### src/hw/cpu_mem_pkg.sv
`default_nettype none

package cpu_mem_pkg;

	localparam int word_data_w = 32;                // Data word
	localparam int word_addr_w = 30;                // Word address, byte bits dropped
	localparam int reg_addr_w  = 5;                 // Register file index
	localparam int region_w    = 3;                 // Top address bits picking the target

	// Memory operation carried down from decode
	typedef enum logic [1:0] {
		mem_op_nop = 2'h0,                          // No memory access
		mem_op_ldw = 2'h1,                          // Load word
		mem_op_stw = 2'h2                           // Store word
	} mem_op_t;

	// Control register operation, untouched by this stage
	typedef enum logic [1:0] {
		ctrl_op_nop  = 2'h0,                        // Nothing
		ctrl_op_wrcr = 2'h1,                        // Write control register
		ctrl_op_exrt = 2'h2                         // Return from exception
	} ctrl_op_t;

	// Exception codes
	typedef enum logic [2:0] {
		isa_exp_no_exp     = 3'h0,                  // No exception
		isa_exp_ext_int    = 3'h1,                  // External interrupt
		isa_exp_undef_insn = 3'h2,                  // Undefined instruction
		isa_exp_overflow   = 3'h3,                  // Arithmetic overflow
		isa_exp_miss_align = 3'h4,                  // Misaligned load or store
		isa_exp_trap       = 3'h5,                  // Trap instruction
		isa_exp_prv_vio    = 3'h6                   // Privilege violation
	} isa_exp_t;

	// One word address seen two ways
	// raw drives the address buses
	// seg splits off the region used for routing
	typedef union packed {
		logic [word_addr_w-1:0] raw;                // Plain word address
		struct packed {
			logic [region_w-1:0]             region; // Target region
			logic [word_addr_w-region_w-1:0] offset; // Word inside the region
		} seg;
	} word_addr_u;

endpackage

`default_nettype wire

### src/hw/mem_ctrl.sv
`timescale 1ns/1ps
`default_nettype none

module mem_ctrl (
	input  logic                                     ex_en,          // Stage holds a valid op
	input  cpu_mem_pkg::mem_op_t                     ex_mem_op,      // Memory op
	input  logic [cpu_mem_pkg::word_data_w-1:0]      ex_mem_wr_data, // Store data
	input  logic [cpu_mem_pkg::word_data_w-1:0]      ex_out,         // ALU result as byte address
	input  logic [cpu_mem_pkg::word_data_w-1:0]      rd_data,        // Word back from bus_if
	output cpu_mem_pkg::word_addr_u                  addr,           // Word address
	output logic                                     as_n,           // Access strobe
	output logic                                     rw,             // High for read
	output logic [cpu_mem_pkg::word_data_w-1:0]      wr_data,        // Store data to bus_if
	output logic [cpu_mem_pkg::word_data_w-1:0]      out,            // Stage result
	output logic                                     miss_align      // Misaligned access
);
	import cpu_mem_pkg::*;

	localparam int byte_w = word_data_w - word_addr_w; // Byte offset bits

	logic aligned;                                  // Low address bits all zero

	assign aligned = (ex_out[byte_w-1:0] == '0);

	assign addr.raw = ex_out[word_data_w-1:byte_w]; // Drop byte offset
	assign wr_data  = ex_mem_wr_data;               // Store data passes as is

	always_comb begin
		as_n       = 1'b1;                          // Idle by default
		rw         = 1'b1;                          // Read unless a store
		out        = ex_out;                        // Non-load result
		miss_align = 1'b0;
		if (ex_en) begin
			case (ex_mem_op)
				mem_op_ldw: begin
					if (aligned) begin
						as_n = 1'b0;                // Fire the load
						out  = rd_data;             // Loaded word
					end else begin
						miss_align = 1'b1;          // No access made
					end
				end
				mem_op_stw: begin
					if (aligned) begin
						as_n = 1'b0;                // Fire the store
						rw   = 1'b0;                // Write
					end else begin
						miss_align = 1'b1;
					end
				end
				default: begin
					as_n = 1'b1;                    // No memory op
				end
			endcase
		end
	end

endmodule

`default_nettype wire

### src/hw/bus_if.sv
`timescale 1ns/1ps
`default_nettype none

module bus_if #(
	parameter logic [cpu_mem_pkg::region_w-1:0] spm_region = 3'h0 // Region mapped to the SPM
) (
	input  logic                                clk,         // Clock
	input  logic                                reset,       // Sync reset
	input  logic                                stall,       // Pipeline stall
	input  logic                                flush,       // Pipeline flush
	input  cpu_mem_pkg::word_addr_u             addr,        // Access address
	input  logic                                as_n,        // Access strobe
	input  logic                                rw,          // High for read
	input  logic [cpu_mem_pkg::word_data_w-1:0] wr_data,     // Store data
	input  logic [cpu_mem_pkg::word_data_w-1:0] spm_rd_data, // SPM read word
	input  logic [cpu_mem_pkg::word_data_w-1:0] bus_rd_data, // Bus read word
	input  logic                                bus_rdy_n,   // Slave ready
	input  logic                                bus_grnt_n,  // Bus grant
	output logic                                busy,        // Bus access outstanding
	output logic [cpu_mem_pkg::word_data_w-1:0] rd_data,     // Word back to mem_ctrl
	output logic [cpu_mem_pkg::word_addr_w-1:0] spm_addr,    // SPM address
	output logic                                spm_as_n,    // SPM strobe
	output logic                                spm_rw,      // SPM read or write
	output logic [cpu_mem_pkg::word_data_w-1:0] spm_wr_data, // SPM store data
	output logic                                bus_req_n,   // Bus request
	output logic [cpu_mem_pkg::word_addr_w-1:0] bus_addr,    // Bus address
	output logic                                bus_as_n,    // Bus strobe
	output logic                                bus_rw,      // Bus read or write
	output logic [cpu_mem_pkg::word_data_w-1:0] bus_wr_data  // Bus store data
);
	import cpu_mem_pkg::*;

	localparam logic [1:0] st_idle   = 2'd0;    // Waiting for an access
	localparam logic [1:0] st_req    = 2'd1;    // Bus requested
	localparam logic [1:0] st_access = 2'd2;    // Granted, strobe out
	localparam logic [1:0] st_stall  = 2'd3;    // Done, waiting for stall to drop

	logic [1:0]             state;              // FSM state
	logic [word_data_w-1:0] rd_buf;             // Bus read word held across stall
	logic                   spm_sel;            // Address falls in the SPM region
	logic                   bus_hit;            // New access bound for the bus

	assign spm_sel = (addr.seg.region == spm_region);
	assign bus_hit = !as_n && !spm_sel && !flush;

	// SPM sees the request directly
	assign spm_addr    = addr.raw;
	assign spm_rw      = rw;
	assign spm_wr_data = wr_data;

	// Request goes out in the first cycle and stays until ready
	assign bus_req_n = !((state == st_idle && bus_hit) || state == st_req || state == st_access);

	always_comb begin
		rd_data  = '0;
		spm_as_n = 1'b1;
		busy     = 1'b0;
		case (state)
			st_idle: begin
				if (!flush && !as_n) begin
					if (spm_sel) begin
						if (!stall) begin
							spm_as_n = 1'b0;        // One cycle SPM access
							if (rw) rd_data = spm_rd_data;
						end
					end else begin
						busy = 1'b1;                // Bus access starts now
					end
				end
			end
			st_req: begin
				busy = 1'b1;
			end
			st_access: begin
				busy = 1'b1;                        // Still high in the ready cycle
				if (!bus_rdy_n && rw) rd_data = bus_rd_data;
			end
			default: begin
				if (rw) rd_data = rd_buf;           // Held word until stall drops
			end
		endcase
	end

	always_ff @(posedge clk) begin
		if (reset || flush) begin
			state    <= st_idle;                    // Flush aborts any bus access
			bus_as_n <= 1'b1;
		end else begin
			case (state)
				st_idle: begin
					if (bus_hit) state <= st_req;
				end
				st_req: begin
					if (!bus_grnt_n) begin
						state    <= st_access;
						bus_as_n <= 1'b0;           // Strobe held until ready
					end
				end
				st_access: begin
					if (!bus_rdy_n) begin
						state    <= st_stall;
						bus_as_n <= 1'b1;
					end
				end
				default: begin
					if (!stall) state <= st_idle;   // Result taken by mem_reg
				end
			endcase
		end
	end

	// Bus payload and read buffer
	always_ff @(posedge clk) begin
		if (state == st_req && !bus_grnt_n) begin
			bus_addr    <= addr.raw;
			bus_rw      <= rw;
			bus_wr_data <= wr_data;
		end
		if (state == st_access && !bus_rdy_n && rw) begin
			rd_buf <= bus_rd_data;                  // Keep read word
		end
	end

	// Only one target is strobed at a time
	a_one_target: assert property (@(posedge clk) disable iff (reset)
		!(!spm_as_n && !bus_as_n));

	// Bus strobe stays inside the request window
	a_strobe_in_req: assert property (@(posedge clk) disable iff (reset)
		!bus_as_n |-> !bus_req_n);

endmodule

`default_nettype wire

### src/hw/mem_reg.sv
`timescale 1ns/1ps
`default_nettype none

module mem_reg (
	input  logic                                clk,          // Clock
	input  logic                                reset,        // Sync reset
	input  logic                                stall,        // Hold contents
	input  logic                                flush,        // Cancel stage
	input  logic [cpu_mem_pkg::word_data_w-1:0] out,          // Stage result
	input  logic                                miss_align,   // Misaligned access
	input  logic [cpu_mem_pkg::word_addr_w-1:0] ex_pc,        // PC
	input  logic                                ex_en,        // Valid op
	input  logic                                ex_br_flag,   // Branch flag
	input  cpu_mem_pkg::ctrl_op_t               ex_ctrl_op,   // Control reg op
	input  logic [cpu_mem_pkg::reg_addr_w-1:0]  ex_dst_addr,  // Destination register
	input  logic                                ex_gpr_we_n,  // GPR write enable
	input  cpu_mem_pkg::isa_exp_t               ex_exp_code,  // Incoming exception
	output logic [cpu_mem_pkg::word_addr_w-1:0] mem_pc,       // PC
	output logic                                mem_en,       // Valid op
	output logic                                mem_br_flag,  // Branch flag
	output cpu_mem_pkg::ctrl_op_t               mem_ctrl_op,  // Control reg op
	output logic [cpu_mem_pkg::reg_addr_w-1:0]  mem_dst_addr, // Destination register
	output logic                                mem_gpr_we_n, // GPR write enable
	output cpu_mem_pkg::isa_exp_t               mem_exp_code, // Exception code
	output logic [cpu_mem_pkg::word_data_w-1:0] mem_out       // Stage result
);
	import cpu_mem_pkg::*;

	// Control fields
	always_ff @(posedge clk) begin
		if (reset || flush) begin
			mem_en       <= 1'b0;
			mem_br_flag  <= 1'b0;
			mem_ctrl_op  <= ctrl_op_nop;
			mem_gpr_we_n <= 1'b1;                   // No register write
			mem_exp_code <= isa_exp_no_exp;
		end else if (!stall) begin
			mem_en      <= ex_en;
			mem_ctrl_op <= ex_ctrl_op;
			if (miss_align) begin
				mem_br_flag  <= 1'b0;               // Kill branch
				mem_gpr_we_n <= 1'b1;               // Kill write back
				mem_exp_code <= isa_exp_miss_align;
			end else begin
				mem_br_flag  <= ex_br_flag;
				mem_gpr_we_n <= ex_gpr_we_n;
				mem_exp_code <= ex_exp_code;
			end
		end
	end

	// Payload fields
	always_ff @(posedge clk) begin
		if (!stall) begin
			mem_pc       <= ex_pc;
			mem_dst_addr <= ex_dst_addr;
			mem_out      <= out;                    // Load word or ALU result
		end
	end

endmodule

`default_nettype wire

### src/hw/mem_stage.sv
`timescale 1ns/1ps
`default_nettype none

module mem_stage #(
	parameter logic [cpu_mem_pkg::region_w-1:0] spm_region = 3'h0 // SPM region code
) (
	input  logic                                clk,            // Clock
	input  logic                                reset,          // Sync reset
	input  logic                                stall,          // Pipeline stall
	input  logic                                flush,          // Pipeline flush
	output logic                                busy,           // Bus access outstanding
	output logic [cpu_mem_pkg::word_data_w-1:0] fwd_data,       // Bypass value
	input  logic [cpu_mem_pkg::word_data_w-1:0] spm_rd_data,    // SPM read word
	output logic [cpu_mem_pkg::word_addr_w-1:0] spm_addr,       // SPM address
	output logic                                spm_as_n,       // SPM strobe
	output logic                                spm_rw,         // SPM read or write
	output logic [cpu_mem_pkg::word_data_w-1:0] spm_wr_data,    // SPM store data
	input  logic [cpu_mem_pkg::word_data_w-1:0] bus_rd_data,    // Bus read word
	input  logic                                bus_rdy_n,      // Slave ready
	input  logic                                bus_grnt_n,     // Bus grant
	output logic                                bus_req_n,      // Bus request
	output logic [cpu_mem_pkg::word_addr_w-1:0] bus_addr,       // Bus address
	output logic                                bus_as_n,       // Bus strobe
	output logic                                bus_rw,         // Bus read or write
	output logic [cpu_mem_pkg::word_data_w-1:0] bus_wr_data,    // Bus store data
	input  logic [cpu_mem_pkg::word_addr_w-1:0] ex_pc,          // EX/MEM PC
	input  logic                                ex_en,          // EX/MEM valid
	input  logic                                ex_br_flag,     // EX/MEM branch flag
	input  cpu_mem_pkg::mem_op_t                ex_mem_op,      // EX/MEM memory op
	input  logic [cpu_mem_pkg::word_data_w-1:0] ex_mem_wr_data, // EX/MEM store data
	input  cpu_mem_pkg::ctrl_op_t               ex_ctrl_op,     // EX/MEM control op
	input  logic [cpu_mem_pkg::reg_addr_w-1:0]  ex_dst_addr,    // EX/MEM destination
	input  logic                                ex_gpr_we_n,    // EX/MEM GPR write
	input  cpu_mem_pkg::isa_exp_t               ex_exp_code,    // EX/MEM exception
	input  logic [cpu_mem_pkg::word_data_w-1:0] ex_out,         // EX/MEM result
	output logic [cpu_mem_pkg::word_addr_w-1:0] mem_pc,         // MEM/WB PC
	output logic                                mem_en,         // MEM/WB valid
	output logic                                mem_br_flag,    // MEM/WB branch flag
	output cpu_mem_pkg::ctrl_op_t               mem_ctrl_op,    // MEM/WB control op
	output logic [cpu_mem_pkg::reg_addr_w-1:0]  mem_dst_addr,   // MEM/WB destination
	output logic                                mem_gpr_we_n,   // MEM/WB GPR write
	output cpu_mem_pkg::isa_exp_t               mem_exp_code,   // MEM/WB exception
	output logic [cpu_mem_pkg::word_data_w-1:0] mem_out         // MEM/WB result
);
	import cpu_mem_pkg::*;

	word_addr_u             addr;                   // Access address
	logic                   as_n;                   // Access strobe
	logic                   rw;                     // Read or write
	logic [word_data_w-1:0] wr_data;                // Store data
	logic [word_data_w-1:0] rd_data;                // Read word
	logic [word_data_w-1:0] out;                    // Stage result
	logic                   miss_align;             // Misaligned access

	assign fwd_data = out;                          // Bypass to earlier stages

	mem_ctrl mem_ctrl_inst (
		.ex_en          (ex_en),
		.ex_mem_op      (ex_mem_op),
		.ex_mem_wr_data (ex_mem_wr_data),
		.ex_out         (ex_out),
		.rd_data        (rd_data),
		.addr           (addr),
		.as_n           (as_n),
		.rw             (rw),
		.wr_data        (wr_data),
		.out            (out),
		.miss_align     (miss_align)
	);

	bus_if #(
		.spm_region (spm_region)
	) bus_if_inst (
		.clk         (clk),
		.reset       (reset),
		.stall       (stall),
		.flush       (flush),
		.addr        (addr),
		.as_n        (as_n),
		.rw          (rw),
		.wr_data     (wr_data),
		.spm_rd_data (spm_rd_data),
		.bus_rd_data (bus_rd_data),
		.bus_rdy_n   (bus_rdy_n),
		.bus_grnt_n  (bus_grnt_n),
		.busy        (busy),
		.rd_data     (rd_data),
		.spm_addr    (spm_addr),
		.spm_as_n    (spm_as_n),
		.spm_rw      (spm_rw),
		.spm_wr_data (spm_wr_data),
		.bus_req_n   (bus_req_n),
		.bus_addr    (bus_addr),
		.bus_as_n    (bus_as_n),
		.bus_rw      (bus_rw),
		.bus_wr_data (bus_wr_data)
	);

	mem_reg mem_reg_inst (
		.clk          (clk),
		.reset        (reset),
		.stall        (stall),
		.flush        (flush),
		.out          (out),
		.miss_align   (miss_align),
		.ex_pc        (ex_pc),
		.ex_en        (ex_en),
		.ex_br_flag   (ex_br_flag),
		.ex_ctrl_op   (ex_ctrl_op),
		.ex_dst_addr  (ex_dst_addr),
		.ex_gpr_we_n  (ex_gpr_we_n),
		.ex_exp_code  (ex_exp_code),
		.mem_pc       (mem_pc),
		.mem_en       (mem_en),
		.mem_br_flag  (mem_br_flag),
		.mem_ctrl_op  (mem_ctrl_op),
		.mem_dst_addr (mem_dst_addr),
		.mem_gpr_we_n (mem_gpr_we_n),
		.mem_exp_code (mem_exp_code),
		.mem_out      (mem_out)
	);

endmodule

`default_nettype wire

### config.mk
export PLATFORM = sky130hd
export DESIGN_NAME = mem_stage
export DESIGN_NICKNAME = d
export VERILOG_FILES = /design/src/hw/cpu_mem_pkg.sv /design/src/hw/mem_ctrl.sv /design/src/hw/bus_if.sv /design/src/hw/mem_reg.sv /design/src/hw/mem_stage.sv
export SDC_FILE = /design/constraint.sdc
export NUM_CORES = 1
export LEC_CHECK = 0
export BUFFER_PORTS_ARGS = -buffer_cell sky130_fd_sc_hd__buf_2
export CORE_MARGIN = 5
export CORE_UTILIZATION = 28
export DETAILED_ROUTE_END_ITERATION = 7
export PLACE_DENSITY = 0.53
export SYNTH_ARGS = -nofsm -noshare
export SYNTH_HDL_FRONTEND = slang
export SYNTH_SLANG_ARGS = --single-unit
### constraint.sdc
create_clock -name clk -period 14.02 [get_ports clk]
set_clock_uncertainty 0.15 [all_clocks]
set_input_delay 4.206 -clock clk [delete_from_list [all_inputs] [get_ports clk]]
set_output_delay 4.206 -clock clk [all_outputs]
set_load 0.005 [all_outputs]
Word level (Yosys, flattened, before mapping)
Cells that the tools add are included.

Flip-flop bits (word level): 173. Memories kept: 0. RAM bits: 0. Output and inout port bits: 237. Word-level logic and storage cells: 82. Latch bits: 0. Bits in read-only memories: 0.

$lt $le $gt $ge: 0. Equal/unequal tests: 8. Bitwise gates (word level): 0. Reduce and logical (&&, ||, !) cells: 25. Shifts and indexed selects: 0. Muxes and demuxes: 35. $mul: 0. Div/mod/pow operators: 0. Add/sub/neg operators: 0.

Operators by type and width (number): 2-to-1 mux 32 bit (9); one-hot mux 32 bit (3 select lines) (1); 2-to-1 mux 1 bit (17); logical AND 1 bit (8); 2-to-1 mux 2 bit (4); logical NOT 1 bit (6); one-hot mux 2 bit (3 select lines) (1); == test 2 x 1 -> 1 bit, second input constant (2); == test 2 bit, second input constant (2); logical NOT 2 bit (2); inequality test 2 bit, second input constant (2); inequality test 4 x 1 -> 1 bit, second input constant (1); one-hot mux 1 bit (2 select lines) (2); AND reduction 4 bit (1); OR reduction 2 bit (2); logical NOT 3 bit (1); logical OR 1 bit (3); 2-to-1 mux 3 bit (1); AND reduction 3 bit (1); inequality test 2 x 1 -> 1 bit, second input constant (1); nonzero test 2 bit (1).

Longest topological paths before layout
Gate-level depths: netlist (run 1).

Depth after elaboration: 12. Gate-level depth with buffers: 8.

Hierarchy
From an unflattened synthesis (run 1), not the netlist that was laid out.

Cells, all modules: 549. Area total of the unflattened synthesis: 7870.0 um^2.

Modules (own cells, without submodules): bus_if (instances 1, cells each 341, seq. area each 2912.8 um^2, area each 4454.3 um^2); mem_reg (instances 1, cells each 100, seq. area each 2172.1 um^2, area each 2339.7 um^2); mem_ctrl (instances 1, cells each 108, seq. area each 0.0 um^2, area each 1076.0 um^2).

Worst setup path after synthesis (run 1)
OpenSTA, ideal clock, no wires.

Kind: input-to-output. Start: input ex_mem_op[0]. End: output fwd_data[20] (netlist name). Path slack: 3122 ps. Buffers on the path: 1. Arrival time: 6542 ps. Data required time: 9664 ps. Stages on the path: 7. Path through: inv_1 > ha_1 > and4bb_2 > nor3b_2 > clkbuf_1 > a221oi_1 > a21oi_1.

Cells in the longest elaborated chain, start to end: 11.

RTL lines: start, declared (line mem_stage.sv:29) `input cpu_mem_pkg::mem_op_t ex_mem_op,`; == test 2 bit or == test 2 x 1 -> 1 bit (tied branches) (line mem_ctrl.sv:34) `case (ex_mem_op)`; 2-to-1 mux 1 bit or OR reduction 2 bit (tied branches); 2-to-1 mux 1 bit, on equally long branches; 2-to-1 mux 32 bit or 2-to-1 mux 1 bit (tied branches) (line bus_if.sv:64, mem_ctrl.sv:33); 2-to-1 mux 32 bit or logical NOT 1 bit (tied branches) (line bus_if.sv:62, bus_if.sv:60); 2-to-1 mux 32 bit or logical AND 1 bit (tied branches) (line bus_if.sv:61, bus_if.sv:60); 2-to-1 mux 32 bit (line bus_if.sv:60) `if (!flush && !as_n) begin`; one-hot mux 32 bit (3 select lines) (line bus_if.sv:58) `case (state)`; 2-to-1 mux 32 bit (line mem_ctrl.sv:36) `if (aligned) begin`; 2-to-1 mux 32 bit * (line mem_ctrl.sv:34); 2-to-1 mux 32 bit * (line mem_ctrl.sv:33) `if (ex_en) begin`; end, declared (line mem_stage.sv:12) `output logic [cpu_mem_pkg::word_data_w-1:0] fwd_data,`.

Mark *: on every way between the ends. The rest lies on a longest branch, timed or not.

Final worst setup path (run 1)
Start: input ex_mem_op[0]. End: output fwd_data[16] (netlist name).

The elaborated chain is that of the path after synthesis.

==> impl_metrics.toml, run 1 <==
[clocking]
h-tree-depth = 4
post_cts_buffers = 0
clkSinkCount = 173
cts_tree = "built"
clkTransAtPathRegs_ns = 0.07
root_buffer = "clkbuf_16"
clockBufferDepth = 2
cts-resized-gates = 0
cts-hold-fix-buffers = 0
cts_buffers = 17
insertion_delay_ns = 0.42

[global_routing]
grt_pass1_wl_mm = 33.39
grt_usage_pct = 15.17
grt_max_degree = 72
overflow = 0
first_global_vias = 5391
antenna_found_initial = 1

[sta]
finalCritPeriodShare_pct = 80.33
fin_ws_ns = 2.757
slew_viol_final = 0
fin_crit_ns = 11.26
fin_setup_tns_ns = 0
hold_viol_final = 0
final-setup-viol-count = 0
max_freq_ghz = 0.08879
worst_pin_slew_ns = 1.108
timing.slew.headroom_pct = 25.56
hold_ws_ns = 0.3363
rsz0062_at_grt = "no"

[power_and_ir_drop]
max-vdd-ir-drop_v = 0.00006548
p_sw_share_pct = 24.47
powerDensity_nw_per_um2 = 117.8
switchingPower_uw = 281.3
combinationalPowerShare_pct = 8.4
clockPowerShare_pct = 40.4
leakagePower_uw = 0.004029
intPower_uw = 868.6
seqPwrFrac_pct = 51.2

[setup_path]
r2r_start = "bus_if_inst.state[0]$_SDFFE_PP0P_"
crit_fanout = 30
cpPeakStageDelay_ns = 0.91
cp-end-kind = "primary output"
cp.required_ns = 9.66
crit_slowest_cell = "nor4_4"
path_delay_family = "simple AND/OR/NAND/NOR gates"
reg2regPathDepth = 7
criticalPathCategory = "in -> out"
path_cells = "buf_2, inv_1, ha_1, buf_4, and4bb_2, nor4_4, buf_4, nand2_1, a21oi_1, buf_2"
reg2reg_to = "mem_reg_inst.mem_out[28]$_DFFE_PN_"
crit_buf_inv = 5
regToRegSetupSlack_ns = 11.10
arrival_ns = 6.91
cp-start-kind = "input pin"

[route]
drt_iter0_markers = 269
drc = 0
wl_per_cell_um = 19.35
ant_nets = 0
vias_per_cell = 4.495
vias = 5425
routed_wl_mm = 23.36
firstDrtPassIters = 4

[logic_synthesis]
syn_area_um2 = 7187
yosys_warnings = 0
synth.distinct_cells = 39
synth_top_cell_by_area = "edfxtp_1"
synth_seq_cells = 173
synth_edf_count = 162
synth_common_cells = "edfxtp_1 (162), buf_4 (63), nand2_1 (36), a21oi_1 (34), nand3_1 (30)"
synth_most_common_cell = "edfxtp_1"
syn_inst = 511
ys_seq_area_share_pct = 70.75
synth_ff_type = "edfxtp_1"
synth-async-reset-ratio_pct = 0
synth_top_area_share_pct = 67.69
syn-mean-instance-area_um2 = 14.06
synthTopCellsByArea = "edfxtp_1 (68%), buf_4 (6.6%), a221oi_1 (3.5%)"
synth.net_count = 696

[cells_and_area]
area_growth_pct = 35.79
multi_input_area_um2 = 1525
fin_area_um2 = 9759
fillers = 2509
layout.nets = 1048
regArea_um2 = 5085
drive_gt1_share_pct = 53.54

[floorplanning]
die_area_um2 = 28970
num_rows = 58
die_h_um = 170.2
core_area_um2 = 25250
top_level_ports = 416
die_x_um = 170.2
start_util_pct = 28.46

[hold_path]
hold_depth = 2
hold_start = "mem_reg_inst.mem_gpr_we_n$_SDFFE_PP1N_"
min_to = "mem_reg_inst.mem_gpr_we_n$_SDFFE_PP1N_"
holdCritPathClass = "reg -> reg"

[place]
port_buffers = 415
placedInstanceArea_um2 = 9176
dpl_worst_slack_ns = 2.645
hpwl_mm = 17.33
place_congestion = 0.7681

[run_status]
status = "finished clean"

[job]
drv_cap = 0
per-layer routing:
metal  GRT usage [%]  wire, um  up-vias
li1                -         -     2578
met1           18.71      9440     2609
met2           26.72     12090      223
met3           3.600      1565       15
met4           3.993       264        0
met5               0         0        -
power by group through the flow:
stage	clock, uW	sequential (uW)	combinational (uW)
floorplan	0	603	35.2
global placement	0	599	98.6
detailed placement	0	600	99.0
CTS	482	589	99.3
global route	505	590	107
finish	465	588	96.9
cell type report:
cell class	instances	share of cell area, %
inverter	6	0.2436
clock buffer	18	4.397
clock inverter	14	1.551
multi-input combinational	243	15.63
sequential	173	52.10
tap	330	4.231
antenna	1	0.02564
timing repair buffer	422	21.82
stage by stage:
step                      power (uW)  util (%)  instances
after floorplan                638.6         -        511
after global placement         698.0     36.34       1174
after detailed placement       699.3     36.34       1174
after CTS                       1170     38.63       1206
after global routing            1202     38.64       1207
final                           1150     38.64       1207
layout by cell type (no fill, tap or decap), types with 2 or more instances in the layout:
master and count:
buf_2 415, edfxtp_1 162, nand2_1 36, a21oi_1 34
a221oi_1 29, nand2b_1 29, nand3_1 29, o21ai_0 29
clkbuf_16 17, nor2_1 12, dfxtp_1 11, buf_4 7
inv_1 5, ha_1 5, inv_6 5, a211oi_1 4
clkinv_8 4, a22oi_1 3, mux2i_1 3, clkinv_4 3
or2_2 2, and4bb_2 2, nor2b_4 2, a211oi_2 2
a221o_1 2, a21o_1 2, clkinv_2 2, o22ai_1 2
worst register-to-register path: stages (launching register included):
cell	delay, ns
dfxtp_1	0.33
inv_1	0.10
ha_1	0.23
nand4bb_1	0.20
nor4_4	0.98
buf_4	0.41
nand2_1	0.10
a211oi_2	0.25
worst max path at each step:
stage	slack, ns	startpoint	endpoint	depth (start not counted)
final	2.76	ex_mem_op[0]	fwd_data[16]	10
after global routing	2.48	ex_mem_op[0]	fwd_data[10]	10
after CTS	2.64	ex_mem_op[0]	fwd_data[16]	10
after detailed placement	2.65	ex_mem_op[0]	fwd_data[16]	10
after global placement	2.71	ex_mem_op[0]	fwd_data[28]	10
after floorplan	3.12	ex_mem_op[0]	fwd_data[20]	7
flip-flops by register name, indices dropped and copies added (netlist names), 2 cells and up:
| name | count |
|---|---|
| mem_reg_inst.mem_out | 32 |
| bus_if_inst.bus_addr | 30 |
| mem_reg_inst.mem_exp_code | 3 |
| bus_if_inst.bus_wr_data | 32 |
| mem_reg_inst.mem_pc | 30 |
| mem_reg_inst.mem_dst_addr | 5 |
| bus_if_inst.state | 2 |
| mem_reg_inst.mem_ctrl_op | 2 |
| bus_if_inst.rd_buf | 32 |
kinds of logic after synthesis:
group	after synthesis	synth area share (%)
mux	3	0.4178
flops	173	70.75
buf+inv	95	8.426
simple gates	123	9.192
compound gates	111	10.17
fa+ha+maj	6	1.045
No activity file was read; power rests on OpenSTA's default activity.
==> run 2, diff against run 1 <==
PLACE_DENSITY = 0.55   (was 0.53)
clock period = 10.2 ns   (was 14.02 ns; I/O delays follow)
==> run 2 against run 1 <==
Compared with the run above:
- register-to-register slack lost 3.8 ns
- hold slack improved by 0.013 ns
- die area is the same
- critical path depth decreased by 1
- via count increased by 0.74%
- critical endpoint is now fwd_data[0]
- largest power group unchanged
- highest routed layer unchanged
==> impl_metrics.toml, run 2 (synthesis results as in run 1) <==
[run_status]
status = "finished clean"

[clocking]
clkSinkCount = 173
cts-resized-gates = 0
h-tree-depth = 4
cts_buffers = 17
insertion_delay_ns = 0.42
post_cts_buffers = 0
clockBufferDepth = 2
root_buffer = "clkbuf_16"
clkTransAtPathRegs_ns = 0.07
cts_tree = "built"
cts-hold-fix-buffers = 0

[hold_path]
holdCritPathClass = "reg -> reg"
hold_depth = 2

[cells_and_area]
layout_common_cells = "buf_2 (415), edfxtp_1 (162), nand2_1 (36)"
drive_gt1_share_pct = 53.77
fillers = 2489
area_growth_pct = 36.09
multi_input_area_um2 = 1528
diodes = 0
regArea_um2 = 5085
reg_top3 = "bus_if_inst.bus_wr_data: 32 flops, bus_if_inst.rd_buf: 32 flops, mem_reg_inst.mem_out: 32 flops"
layout.nets = 1048
final_core_util_pct = 38.73
layout_commonest_cell = "buf_2"

[floorplanning]
num_rows = 58
die_area_um2 = 28970
start_util_pct = 28.46
top_level_ports = 416
core_area_um2 = 25250
die_h_um = 170.2
die_x_um = 170.2

[sta]
slew_viol_final = 0
rsz0062_at_grt = "no"
max_freq_ghz = 0.1173
worst_pin_slew_ns = 1.039
hold_ws_ns = 0.3491
timing.slew.headroom_pct = 30.74
fin_setup_tns_ns = 0
hold_viol_final = 0
final-setup-viol-count = 0
fin_crit_ns = 8.524
finalCritPeriodShare_pct = 83.57
fin_ws_ns = 1.676

[global_routing]
antenna_found_initial = 0
overflow = 0
first_global_vias = 5520
grt_usage_pct = 15.46
grt_max_degree = 72
grt_pass1_wl_mm = 34.13

[setup_path]
arrival_ns = 5.31
critPathMostFrequentCell = "buf_2"
path_delay_family = "compound AO/OA/AOI/OAI gates"
cp.required_ns = 6.99
crit_cells = 9
path_cells = "buf_2, inv_1, ha_2, and4bb_2, nor3b_4, buf_4, a221o_1, a21o_1, buf_2"
cpPeakStageDelay_ns = 0.59
criticalPathCategory = "in -> out"
crit_fanout = 44
cp-end-kind = "primary output"
crit_buf_inv = 4
reg2regPathDepth = 4
cp-start-kind = "input pin"
crit_slowest_cell = "ha_2"

[route]
routed_wl_mm = 23.71
vias_per_cell = 4.532
vias = 5465
wl_per_cell_um = 19.66
drc = 0
drt_iter0_markers = 305
firstDrtPassIters = 6
ant_nets = 0

[power_and_ir_drop]
finalPower_uw = 1615
leakagePower_uw = 0.004042
max-vdd-ir-drop_v = 0.00008574
powerDensity_nw_per_um2 = 165.2

[place]
hpwl_mm = 17.22
place_congestion = 0.7382
port_buffers = 415
dpl_worst_slack_ns = 1.636

[job]
drv_cap = 0
## run 2: per-stage QoR
step | std cells | area (um^2)
6_report | 1206 | 9781
5_1_grt | 1206 | 9781
4_1_cts | 1206 | 9781
3_5_place_dp | 1174 | 9179
3_3_place_gp | 1174 | 9179
2_1_floorplan | 511 | 7187
## run 2: worst min-delay path, stage by stage, from the launching register on
cell and delay, ns:
dfxtp_1 0.32, mux2i_1 0.07, nor2_1 0.07
## run 2: final cells by class
| cell class | count | share of cell area [%] |
|---|---|---|
| Clock buffer | 17 | 4.349 |
| Clock inverter | 15 | 1.804 |
| Inverter | 6 | 0.2431 |
| Multi-Input combinational cell | 243 | 15.62 |
| Sequential cell | 173 | 51.99 |
| Tap cell | 330 | 4.222 |
| Timing Repair Buffer | 422 | 21.77 |
## run 2: final timing paths
| check | start | to | slack [ns] |
|---|---|---|---|
| setup / recovery | ex_mem_op[0] | fwd_data[0] | 1.68 |
| hold / removal | mem_reg_inst.mem_ctrl_op[0]$_SDFFE_PP0N_ | mem_reg_inst.mem_ctrl_op[0]$_SDFFE_PP0N_ | 0.35 |
| setup reg to reg | bus_if_inst.state[1]$_SDFFE_PP0P_ | mem_reg_inst.mem_out[25]$_DFFE_PN_ | 7.29 |
| hold reg to reg | mem_reg_inst.mem_ctrl_op[0]$_SDFFE_PP0N_ | mem_reg_inst.mem_ctrl_op[0]$_SDFFE_PP0N_ | 0.35 |
## run 2: metal layers
layer	part of all wire [%]	track usage [%]
met1	40	19.04
met2	52	27.53
met3	6.7	3.252
met4	1.3	4.167
met5	0	0
## run 2: power breakdown
| group | total, uW | switching, uW | leakage [uW] | internal, uW |
|---|---|---|---|---|
| registers | 808 | 5.92 | 0.00160 | 803 |
| clock network | 672 | 320 | 0.000297 | 353 |
| logic | 135 | 70.3 | 0.00214 | 64.4 |
==> run 3, diff against run 2 <==
clock period = 7.6 ns   (was 10.2 ns; I/O delays follow)
==> run 3 against run 2 <==
Compared with the run above:
- sequential cell count unchanged
- core utilization up 0.11 points
- clock-buffer cell count unchanged
- global-route usage down 0.59 points
- total power up 33%
- cell area up 0.29%
- via count up 0.64%
- combinational power up 33%
- sequential power up 34%
- final cell count about the same
- critical path type unchanged
- largest power group unchanged
==> impl_metrics.toml, run 3 (synthesis results as in run 1) <==
[setup_path]
reg2regPathDepth = 4
cp-start-kind = "input pin"
critPathMostFrequentCell = "buf_2"
crit_fanout = 32
r2r_start = "bus_if_inst.state[1]$_SDFFE_PP0P_"
cp-end-kind = "primary output"
path_delay_family = "simple AND/OR/NAND/NOR gates"
cpPeakStageDelay_ns = 0.68
path_cells = "buf_2, nor2_1, nand3_2, a221oi_1, a21oi_1, buf_2"
arrival_ns = 4.15
startpoint = "ex_out[1]"
criticalPathCategory = "in -> out"
reg2reg_to = "mem_reg_inst.mem_out[10]$_DFFE_PN_"
cp.required_ns = 5.17
regToRegSetupSlack_ns = 4.74
crit_buf_inv = 2
crit_end = "fwd_data[16]"
crit_slowest_cell = "nand3_2"
crit_cells = 6

[floorplanning]
die_x_um = 170.2
num_rows = 58
core_area_um2 = 25250
start_util_pct = 28.46
die_area_um2 = 28970
die_h_um = 170.2
top_level_ports = 416

[sta]
fin_setup_tns_ns = 0
fin_crit_ns = 6.580
finalCritPeriodShare_pct = 86.59
worst_pin_slew_ns = 1.015
timing.slew.headroom_pct = 32.36
rsz0062_at_grt = "no"
max_freq_ghz = 0.1520
slew_viol_final = 0
final-setup-viol-count = 0
hold_viol_final = 0
hold_ws_ns = 0.3424

[route]
vias = 5500
vias_per_cell = 4.557
routed_wl_mm = 23.14
drt_iter0_markers = 391
ant_nets = 0
firstDrtPassIters = 4
drc = 0
wl_per_cell_um = 19.17

[place]
port_buffers = 415
dp.cells = 1175
place_congestion = 0.7239
hpwl_mm = 17.15

[clocking]
cts-resized-gates = 0
clkSinkCount = 173
h-tree-depth = 4
clockBufferDepth = 2
clkTransAtPathRegs_ns = 0.07
insertion_delay_ns = 0.42
cts_tree = "built"
cts_buffers = 17
cts-hold-fix-buffers = 0
root_buffer = "clkbuf_16"
post_cts_buffers = 0

[global_routing]
grt_pass1_wl_mm = 32.97
grt_max_degree = 72
first_global_vias = 5564
grt_usage_pct = 14.87
antenna_found_initial = 0
overflow = 0

[job]
drv_cap = 0

[cells_and_area]
layout_commonest_cell = "buf_2"
drive_gt1_share_pct = 53.71
reg_top3 = "bus_if_inst.bus_wr_data: 32 flops, bus_if_inst.rd_buf: 32 flops, mem_reg_inst.mem_out: 32 flops"
area_growth_pct = 36.49
final_core_util_pct = 38.84
diodes = 0
stdcell_count = 1207
layout.nets = 1049
layout_common_cells = "buf_2 (415), edfxtp_1 (162), nand2_1 (36)"

[power_and_ir_drop]
powerDensity_nw_per_um2 = 219.6
max-vdd-ir-drop_v = 0.0001073
leakagePower_uw = 0.004049

[run_status]
status = "finished clean"

[hold_path]
holdCritPathClass = "reg -> reg"
[run 3: cell count changes in the layout (fill, tap and decap cells not counted)]
cell and change:
clkinv_1 +1, clkinv_4 -1, clkinv_2 -1, inv_8 -1, buf_12 +2, inv_6 +2, buf_4 -1
[run 3: worst reg2reg max path: cells and delay by family, from the launching register on]
| family | cells | cell delay [ns] |
|---|---|---|
| AND/OR/NAND/NOR | 1 | 0.88 |
| AO/OA/AOI/OAI | 2 | 0.48 |
| adder cells (fa/ha/maj) | 1 | 0.80 |
| flip-flops | 1 | 0.39 |
[run 3: worst min-delay path by stage]
stage / from / to / slack [ns] / cells after the start
after detailed placement: mem_reg_inst.mem_gpr_we_n$_SDFFE_PP1N_ / mem_reg_inst.mem_gpr_we_n$_SDFFE_PP1N_ / 0.31 / 2
after CTS: mem_reg_inst.mem_gpr_we_n$_SDFFE_PP1N_ / mem_reg_inst.mem_gpr_we_n$_SDFFE_PP1N_ / 0.34 / 2
after floorplan: mem_reg_inst.mem_gpr_we_n$_SDFFE_PP1N_ / mem_reg_inst.mem_gpr_we_n$_SDFFE_PP1N_ / 0.32 / 2
after global routing: mem_reg_inst.mem_gpr_we_n$_SDFFE_PP1N_ / mem_reg_inst.mem_gpr_we_n$_SDFFE_PP1N_ / 0.36 / 2
after global placement: mem_reg_inst.mem_gpr_we_n$_SDFFE_PP1N_ / mem_reg_inst.mem_gpr_we_n$_SDFFE_PP1N_ / 0.32 / 2
final: mem_reg_inst.mem_gpr_we_n$_SDFFE_PP1N_ / mem_reg_inst.mem_gpr_we_n$_SDFFE_PP1N_ / 0.34 / 2
[run 3: routing by layer]
| layer | wire, um | global-route usage [%] | vias up |
|---|---|---|---|
| met1 | 8930 | 17.49 | 2662 |
| li1 | - | - | 2579 |
| met2 | 12270 | 27.37 | 250 |
| met3 | 1749 | 3.391 | 9 |
| met5 | 0 | 0 | - |
| met4 | 189 | 3.750 | 0 |
[run 3: per-stage QoR]
stage          worst slack, ns  area (um^2)  power [uW]
2_1_floorplan           0.5537         7187        1178
3_3_place_gp             1.022         9211        1290
3_5_place_dp             1.001         9211        1291
4_1_cts                 0.9928         9809        2188
5_1_grt                 0.8075         9809        2238
6_report                 1.020         9809        2155
[run 3: layout make-up]
| cell class | instances | area (um^2) |
|---|---|---|
| clock buffers | 17 | 425.4 |
| inverters | 6 | 23.77 |
| well taps | 330 | 412.9 |
| flip-flops and latches | 173 | 5085 |
| multi-input cells | 243 | 1528 |
| fillers | 2518 | 15440 |
| repair buffers | 423 | 2162 |
| clock inverters | 15 | 172.7 |
[run 3: power breakdown]
group          internal [uW]  switching [uW]
Clock                    472             417
Combinational           86.9            93.6
Sequential              1080            7.74
Total                   1640             519
